`config.mk`:
```
export PLATFORM = sky130hd
export DESIGN_NAME = ffe_top
export DESIGN_NICKNAME = d
export VERILOG_FILES = /design/src/verilog/axil_pkg.sv /design/src/verilog/ffe_pkg.sv /design/src/verilog/ffe_top.sv /design/src/verilog/ffe_result_sat.sv /design/src/verilog/ffe_datapath.sv /design/src/verilog/ffe_weight_regs.sv
export VERILOG_INCLUDE_DIRS = /design/src /design/src/verilog
export SDC_FILE = /design/constraint.sdc
export NUM_CORES = 2
export LEC_CHECK = 0
export ABC_AREA = 1
export BUFFER_PORTS_ARGS = -buffer_cell sky130_fd_sc_hd__buf_4
export CAP_MARGIN = 0
export CORE_UTILIZATION = 65
export CTS_CLUSTER_DIAMETER = 200
export CTS_CLUSTER_SIZE = 40
export DETAILED_ROUTE_END_ITERATION = 12
export PLACE_DENSITY_LB_ADDON = 0.08
export SLEW_MARGIN = 40
export SYNTH_ARGS = -nofsm -noshare
export SYNTH_HDL_FRONTEND = slang
export SYNTH_SLANG_ARGS = --single-unit
```
`constraint.sdc`:
```
create_clock -name clk -period 6.4 [get_ports clk]
set_input_delay 1.28 -clock clk [delete_from_list [all_inputs] [get_ports clk]]
set_output_delay 1.28 -clock clk [all_outputs]
set_load 0.05 [all_outputs]
```
`src/verilog/ffe_cfg.svh`:
```
`ifndef FFE_CFG_SVH
`define FFE_CFG_SVH

// Parallel lanes per clock.
`define FFE_WIDTH 4
// Tap count, at most FFE_WIDTH + 1 with one word of history.
`define FFE_LENGTH 4

`define FFE_CODE_BITS 8
`define FFE_WEIGHT_BITS 10
// Code + weight + log2(taps) + one margin bit.
`define FFE_ACC_BITS 21
`define FFE_RESULT_BITS 10
// Fraction bits in a weight.
`define FFE_SHIFT 4

`define AXIL_ADDR_BITS 8

`endif
```
`src/verilog/axil_pkg.sv`:
```
`include "ffe_cfg.svh"

package axil_pkg;

   typedef logic [`AXIL_ADDR_BITS-1:0] axil_addr_t;
   typedef logic [31:0] axil_data_t;
   typedef logic [1:0] axil_resp_t;

   localparam axil_resp_t RESP_OKAY = 2'd0;
   localparam axil_resp_t RESP_SLVERR = 2'd2;

   typedef enum logic {WR_IDLE, WR_RESP} wr_state_t;
   typedef enum logic {RD_IDLE, RD_DATA} rd_state_t;

endpackage

```
`src/verilog/ffe_pkg.sv`:
```
`include "ffe_cfg.svh"

package ffe_pkg;

   // One ADC code.
   typedef logic signed [`FFE_CODE_BITS-1:0] code_t;

   // One tap weight, FFE_SHIFT fraction bits.
   typedef logic signed [`FFE_WEIGHT_BITS-1:0] weight_t;

   // Full precision lane sum.
   typedef logic signed [`FFE_ACC_BITS-1:0] acc_t;

   // Equalized output.
   typedef logic signed [`FFE_RESULT_BITS-1:0] result_t;

endpackage

```
`src/verilog/ffe_top.sv`:
```
`timescale 1ns/1ps
`include "ffe_cfg.svh"

module ffe_top (
   input  logic                 clk,
   input  logic                 rst,
   input  logic                 codes_valid,
   input  ffe_pkg::code_t       codes [`FFE_WIDTH-1:0],
   output logic                 results_valid,
   output ffe_pkg::result_t     results [`FFE_WIDTH-1:0],
   input  logic                 awvalid,
   output logic                 awready,
   input  axil_pkg::axil_addr_t awaddr,
   input  logic                 wvalid,
   output logic                 wready,
   input  axil_pkg::axil_data_t wdata,
   output logic                 bvalid,
   input  logic                 bready,
   output axil_pkg::axil_resp_t bresp,
   input  logic                 arvalid,
   output logic                 arready,
   input  axil_pkg::axil_addr_t araddr,
   output logic                 rvalid,
   input  logic                 rready,
   output axil_pkg::axil_data_t rdata,
   output axil_pkg::axil_resp_t rresp
);
   import ffe_pkg::*;

   weight_t weights [`FFE_LENGTH-1:0];
   logic acc_valid;
   acc_t accs [`FFE_WIDTH-1:0];

   ffe_weight_regs u_regs (
      .clk, .rst,
      .awvalid, .awready, .awaddr, .wvalid, .wready, .wdata,
      .bvalid, .bready, .bresp,
      .arvalid, .arready, .araddr, .rvalid, .rready, .rdata, .rresp,
      .weights
   );

   ffe_datapath u_datapath (
      .clk, .rst, .codes_valid, .codes, .weights, .acc_valid, .accs
   );

   ffe_result_sat u_result (
      .clk, .rst, .acc_valid, .accs, .results_valid, .results
   );

endmodule

```
`src/verilog/ffe_result_sat.sv`:
```
`timescale 1ns/1ps
`include "ffe_cfg.svh"

module ffe_result_sat (
   input  logic             clk,
   input  logic             rst,
   input  logic             acc_valid,
   input  ffe_pkg::acc_t    accs [`FFE_WIDTH-1:0],
   output logic             results_valid,
   output ffe_pkg::result_t results [`FFE_WIDTH-1:0]
);
   import ffe_pkg::*;

   localparam acc_t HALF_LSB = acc_t'(1) <<< (`FFE_SHIFT - 1);
   localparam acc_t RES_MAX = (acc_t'(1) <<< (`FFE_RESULT_BITS - 1)) - acc_t'(1);
   localparam acc_t RES_MIN = -RES_MAX - acc_t'(1);

   acc_t sat [`FFE_WIDTH-1:0];

   // Round half up, drop fraction bits, clamp.
   always_comb begin
      acc_t shifted;
      for (int j = 0; j < `FFE_WIDTH; j++) begin
         shifted = (accs[j] + HALF_LSB) >>> `FFE_SHIFT;
         if (shifted > RES_MAX) begin
            sat[j] = RES_MAX;
         end else if (shifted < RES_MIN) begin
            sat[j] = RES_MIN;
         end else begin
            sat[j] = shifted;
         end
      end
   end

   always_ff @(posedge clk) begin
      for (int j = 0; j < `FFE_WIDTH; j++) begin
         results[j] <= result_t'(sat[j]);
      end
   end

   always_ff @(posedge clk) begin
      if (rst) begin
         results_valid <= 1'b0;
      end else begin
         results_valid <= acc_valid;
      end
   end

endmodule

```
`src/verilog/ffe_datapath.sv`:
```
`timescale 1ns/1ps
`include "ffe_cfg.svh"

module ffe_datapath (
   input  logic             clk,
   input  logic             rst,
   input  logic             codes_valid,
   input  ffe_pkg::code_t   codes [`FFE_WIDTH-1:0],
   input  ffe_pkg::weight_t weights [`FFE_LENGTH-1:0],
   output logic             acc_valid,
   output ffe_pkg::acc_t    accs [`FFE_WIDTH-1:0]
);
   import ffe_pkg::*;

   code_t history [`FFE_WIDTH-1:0];
   code_t window [`FFE_WIDTH-1:0][`FFE_LENGTH-1:0];
   acc_t prods [`FFE_WIDTH-1:0][`FFE_LENGTH-1:0];
   acc_t sums [`FFE_WIDTH-1:0];
   logic prod_valid;

   // Previous accepted word, for taps reaching back across the boundary.
   always_ff @(posedge clk) begin
      if (rst) begin
         history <= '{default: '0};
      end else if (codes_valid) begin
         history <= codes;
      end
   end

   // Lane j, tap i sees the sample i positions earlier in the stream.
   for (genvar j = 0; j < `FFE_WIDTH; j++) begin : g_lane
      for (genvar i = 0; i < `FFE_LENGTH; i++) begin : g_tap
         if (j >= i) begin : g_cur
            assign window[j][i] = codes[j - i];
         end else begin : g_prev
            assign window[j][i] = history[`FFE_WIDTH + j - i];
         end
      end
   end

   // Stage 1.
   always_ff @(posedge clk) begin
      for (int j = 0; j < `FFE_WIDTH; j++) begin
         for (int i = 0; i < `FFE_LENGTH; i++) begin
            prods[j][i] <= window[j][i] * weights[i];
         end
      end
   end

   always_comb begin
      for (int j = 0; j < `FFE_WIDTH; j++) begin
         sums[j] = '0;
         for (int i = 0; i < `FFE_LENGTH; i++) begin
            sums[j] = sums[j] + prods[j][i];
         end
      end
   end

   // Stage 2.
   always_ff @(posedge clk) begin
      accs <= sums;
   end

   always_ff @(posedge clk) begin
      if (rst) begin
         prod_valid <= 1'b0;
         acc_valid <= 1'b0;
      end else begin
         prod_valid <= codes_valid;
         acc_valid <= prod_valid;
      end
   end

endmodule

```
`src/verilog/ffe_weight_regs.sv`:
```
`timescale 1ns/1ps
`include "ffe_cfg.svh"

module ffe_weight_regs (
   input  logic                 clk,
   input  logic                 rst,
   input  logic                 awvalid,
   output logic                 awready,
   input  axil_pkg::axil_addr_t awaddr,
   input  logic                 wvalid,
   output logic                 wready,
   input  axil_pkg::axil_data_t wdata,
   output logic                 bvalid,
   input  logic                 bready,
   output axil_pkg::axil_resp_t bresp,
   input  logic                 arvalid,
   output logic                 arready,
   input  axil_pkg::axil_addr_t araddr,
   output logic                 rvalid,
   input  logic                 rready,
   output axil_pkg::axil_data_t rdata,
   output axil_pkg::axil_resp_t rresp,
   output ffe_pkg::weight_t     weights [`FFE_LENGTH-1:0]
);
   import axil_pkg::*;
   import ffe_pkg::*;

   localparam axil_addr_t COMMIT_ADDR = axil_addr_t'('h20);
   localparam int IDX_BITS = `AXIL_ADDR_BITS - 2;
   localparam int DATA_BITS = $bits(axil_data_t);

   wr_state_t wr_state;
   rd_state_t rd_state;
   weight_t shadow [`FFE_LENGTH-1:0];
   logic wr_take;
   logic rd_take;
   logic [IDX_BITS-1:0] wr_idx;
   logic [IDX_BITS-1:0] rd_idx;
   logic wr_is_tap;
   logic wr_is_commit;
   logic rd_is_tap;
   logic rd_is_commit;
   axil_data_t rd_word;

   // Tap i lives at 4*i.
   assign wr_idx = awaddr[`AXIL_ADDR_BITS-1:2];
   assign rd_idx = araddr[`AXIL_ADDR_BITS-1:2];
   assign wr_is_tap = (awaddr[1:0] == 2'b00) && (wr_idx < `FFE_LENGTH);
   assign rd_is_tap = (araddr[1:0] == 2'b00) && (rd_idx < `FFE_LENGTH);
   assign wr_is_commit = (awaddr == COMMIT_ADDR);
   assign rd_is_commit = (araddr == COMMIT_ADDR);

   assign wr_take = (wr_state == WR_IDLE) && awvalid && wvalid;
   assign awready = wr_take;
   assign wready = wr_take;
   assign bvalid = (wr_state == WR_RESP);

   assign rd_take = (rd_state == RD_IDLE) && arvalid;
   assign arready = rd_take;
   assign rvalid = (rd_state == RD_DATA);

   always_ff @(posedge clk) begin
      if (rst) begin
         wr_state <= WR_IDLE;
         bresp <= RESP_OKAY;
         shadow <= '{default: '0};
         weights <= '{default: '0};
      end else begin
         case (wr_state)
            WR_IDLE: begin
               if (wr_take) begin
                  wr_state <= WR_RESP;
                  bresp <= (wr_is_tap || wr_is_commit) ? RESP_OKAY : RESP_SLVERR;
                  for (int i = 0; i < `FFE_LENGTH; i++) begin
                     if (wr_is_tap && wr_idx == i) begin
                        shadow[i] <= weight_t'(wdata[`FFE_WEIGHT_BITS-1:0]);
                     end
                  end
                  // Whole set moves at once.
                  if (wr_is_commit) begin
                     weights <= shadow;
                  end
               end
            end
            WR_RESP: begin
               if (bready) begin
                  wr_state <= WR_IDLE;
               end
            end
            default: wr_state <= WR_IDLE;
         endcase
      end
   end

   // Sign-extended shadow tap, zero elsewhere.
   always_comb begin
      rd_word = '0;
      for (int i = 0; i < `FFE_LENGTH; i++) begin
         if (rd_is_tap && rd_idx == i) begin
            rd_word = {{(DATA_BITS - `FFE_WEIGHT_BITS){shadow[i][`FFE_WEIGHT_BITS-1]}}, shadow[i]};
         end
      end
   end

   always_ff @(posedge clk) begin
      if (rst) begin
         rd_state <= RD_IDLE;
         rresp <= RESP_OKAY;
      end else begin
         case (rd_state)
            RD_IDLE: begin
               if (rd_take) begin
                  rd_state <= RD_DATA;
                  rresp <= (rd_is_tap || rd_is_commit) ? RESP_OKAY : RESP_SLVERR;
               end
            end
            RD_DATA: begin
               if (rready) begin
                  rd_state <= RD_IDLE;
               end
            end
            default: rd_state <= RD_IDLE;
         endcase
      end
   end

   always_ff @(posedge clk) begin
      if (rd_take) begin
         rdata <= rd_word;
      end
   end

endmodule

```
==> flow_metrics.env <==
export IMPL_vias=54040
export IMPL_syn2layout_area_growth_pct=3.996
export IMPL_final_util=0.6820
export IMPL_dp_cells=10330
export IMPL_core_um2=109000
export IMPL_preCtsSetupSlack_ps=650.7
export IMPL_ys_top_cells_by_count="inv_1, nand2_1, fa_1, ha_1, dfxtp_1"
export IMPL_busiest_layer="met2"
export IMPL_met2_usage=0.5444
export IMPL_place_congestion=0.9384
export IMPL_setup_ws_ps=1107
export IMPL_report_final_setup_viol=0
export IMPL_cp_start_kind="flip-flop"
export IMPL_synth_edff_count=10
export IMPL_dieArea_um2=111300
export IMPL_use_met3=0.04378
export IMPL_r2r_slack_ps=1110
export IMPL_layoutNonFillerInstCount=10360
export IMPL_min_period_over_period=0.8270
export IMPL_hold_ws_ps=415.6
export IMPL_start_util=0.6558
export IMPL_cts_max_level=1
export IMPL_first_pass_iters=7
export IMPL_end_kind="flip-flop"
export IMPL_p_sw_mw=4.124
export IMPL_crit_fanout=17
export IMPL_rows=121
export IMPL_grt_first_pass_wirelength_um=285200
export IMPL_synth_warnings=0
export IMPL_detail_route_antenna_nets=0
export IMPL_status="completed"
export IMPL_worst_pin_slew_ps=930.0
export IMPL_cts_root_buf="clkbuf_16"
export IMPL_clkTransAtPathRegs_ps=170
export IMPL_synth_top_area_cell="fa_1"
export IMPL_vias_per_cell=5.215
export IMPL_avgSynthCellArea_um2=7.929
export IMPL_vdd_drop_max_uv=184.6
export IMPL_die_h_um=333.6
export IMPL_cts_tree="done"
export IMPL_drt_iter0_drc=3511
export IMPL_antenna_found_initial=8
export IMPL_syn_inst=9016
export IMPL_setup_worst_path_class="reg2reg"
export IMPL_p_comb_frac=0.413
export IMPL_maxCapViolations=0
export IMPL_portBuffers=145
export IMPL_drive_above_1_share=0.04024
export IMPL_drv_slew=0
export IMPL_grt_use_met1=0.4216
export IMPL_p_sw_frac=0.4207
export IMPL_cts_setup_buffers=0
export IMPL_fin_setup_tns_ps=0
export IMPL_reg2reg_from="u_regs.weights[19]$_SDFFE_PP0P_"
export IMPL_ys_ff_latch=521
export IMPL_yosysMostFrequentCell="inv_1"
export IMPL_holdCritPathClass="reg2reg"
export IMPL_yosysUniqueCellTypes=56
export IMPL_io_pins=170
export IMPL_fp_dieW_um=333.6
export IMPL_cts_sink_count=521
export IMPL_rsz0062_at_grt="false"
export IMPL_fin_nets=10850
export IMPL_max_freq_mhz=188.9
export IMPL_hpwlAfterDp_um=140100
export IMPL_synth_top_area_share=0.3405
export IMPL_wl_per_cell_um=16.80
export IMPL_postCtsResizedCells=0
export IMPL_cts_buffers=18
export IMPL_cts_hold_buf=0
export IMPL_crit_reg2reg_capture="u_datapath.prods[0][41]$_DFF_P_"
export IMPL_drc=0
export IMPL_arrival_ps=5740
export IMPL_crit_end="u_datapath.prods[0][41]$_DFF_P_"
export IMPL_clockBufferDepth=3
export IMPL_fin_skew_ps=54.94
export IMPL_r2r_worst_path_cells=13
export IMPL_grt_max_degree=82
export IMPL_netlist_area_um2=71480
export IMPL_required_ps=6850
export IMPL_grt_use_total=0.3231
export IMPL_p_per_area_nw_per_um2=131.8
export IMPL_hold_viol_final=0
export IMPL_layout_min_cycle_time_ps=5293
export IMPL_cellLeakagePower_nw=45.03
export IMPL_grt_ovfl_total=0
export IMPL_drt_wl_total_um=174100
export IMPL_yosys_most_used_dff="dfxtp_1"
export IMPL_grt_pass1_vias=55970
export IMPL_ys_seq_area_frac=0.1473
export IMPL_intPower_mw=5.678
export IMPL_slew_headroom=0.3792
export IMPL_seq_power_share=0.415
export IMPL_pwr_share_clk=0.173
export IMPL_critPathLaunch="u_regs.weights[19]$_SDFFE_PP0P_"
export IMPL_synthArstFlopShare=0
export IMPL_clk_latency_ps=630
export IMPL_synth_area_top_cells="fa_1, dfxtp_1, inv_1"
[logic make-up after synthesis]
| logic type | after synthesis | share of synthesized area |
|---|---|---|
| xor gates and xnor gates | 381 | 0.04784 |
| other | 1 | 0.00005246 |
| DFF | 521 | 0.1473 |
| adders and majority gates | 1820 | 0.4463 |
| AOI/OAI and AO/OA | 646 | 0.04981 |
| buffers and inverters | 2985 | 0.1583 |
| and+or+nand+nor | 2662 | 0.1504 |
[power groups by stage]
| stage | Combinational, mW | Clock (mW) | Sequential, mW |
|---|---|---|---|
| after global routing | 4.51 | 1.84 | 4.12 |
| final | 4.04 | 1.69 | 4.06 |
| after global placement | 3.99 | 0 | 4.14 |
| after detailed placement | 4.03 | 0 | 4.14 |
| after CTS | 4.06 | 1.74 | 4.07 |
| after floorplan | 2.57 | 0 | 4.48 |
[per-layer routing]
layer  vias to the layer above  wire [um]
met5                         -         51
met4                         8       7902
met3                       312      11980
met2                      1521      82160
met1                     26510      72030
li1                      25690          -
[sequential cells by signal, indices dropped and copies added, names as in the netlist]
name / flops
u_regs.rresp: 1
u_regs.bvalid: 1
u_datapath.acc_valid: 1
u_datapath.accs: 72
u_result.results_valid: 1
u_datapath.prods: 288
u_regs.rvalid: 1
u_regs.bresp: 1
u_datapath.prod_valid: 1
u_datapath.history: 24
u_regs.shadow: 40
u_regs.rdata: 10
u_regs.weights: 40
u_result.results: 40
[worst min path at each step]
stage	from	to	slack (ps)	cells after the start
3_5_place_dp	u_datapath.prod_valid$_SDFF_PP0_	u_datapath.acc_valid$_SDFF_PP0_	400	2
5_1_grt	u_datapath.prod_valid$_SDFF_PP0_	u_datapath.acc_valid$_SDFF_PP0_	420	2
2_1_floorplan	u_datapath.prod_valid$_SDFF_PP0_	u_datapath.acc_valid$_SDFF_PP0_	390	2
3_3_place_gp	u_datapath.prod_valid$_SDFF_PP0_	u_datapath.acc_valid$_SDFF_PP0_	400	2
6_report	u_datapath.prod_valid$_SDFF_PP0_	u_datapath.acc_valid$_SDFF_PP0_	420	2
4_1_cts	u_datapath.prod_valid$_SDFF_PP0_	u_datapath.acc_valid$_SDFF_PP0_	420	2
[layout make-up]
class | count | area [um^2]
multi-input combinational | 5511 | 49660
fill | 9342 | 34660
sequential | 521 | 10560
inverter | 2651 | 9953
timing repair buffer | 235 | 1818
tap | 1414 | 1769
clock buffer | 23 | 490.5
clock inverter | 5 | 93.84
antenna | 2 | 5.005
[critical path, stage by stage, from the launching register on]
cell and delay [ps]:
dfxtp_1 850, nand2_1 320, fa_1 770, inv_1 110, fa_1 510, inv_1 50
fa_1 490, inv_1 60, fa_1 470, ha_1 370, a21oi_1 260, o21ai_0 130
nor3_1 260, xor2_1 450
[placed cells by master, fill, tap and decap left out, types with 6 or more instances in the layout]
| cell | n |
|---|---|
| inv_2 | 15 |
| buf_4 | 230 |
| or2_2 | 6 |
| o21bai_1 | 15 |
| a211oi_1 | 17 |
| dfxtp_1 | 499 |
| a31oi_1 | 7 |
| nor3_1 | 31 |
| nand2_4 | 6 |
| nand3_1 | 170 |
| a221oi_1 | 9 |
| nand4_1 | 46 |
| nor2_2 | 17 |
| nand3b_1 | 15 |
| inv_1 | 2631 |
| xor2_1 | 209 |
| nor2_1 | 421 |
| nor4_1 | 7 |
| o221ai_1 | 10 |
| nand2_2 | 11 |
| clkbuf_16 | 19 |
| nor2_4 | 14 |
| ha_1 | 604 |
| edfxtp_1 | 10 |
| fa_1 | 1216 |
| nand2_1 | 1898 |
| xnor2_1 | 167 |
| a21oi_1 | 304 |
| o21ai_0 | 223 |
| a21o_1 | 41 |
| dfxtp_2 | 8 |
[through the flow]
stage	power, mW	instance area [um^2]
floorplan	7.057	71490
global placement	8.124	73710
detailed placement	8.172	73740
CTS	9.865	74320
global route	10.47	74340
finish	9.801	74340
Note: power is estimated with default switching activity, not from simulation.
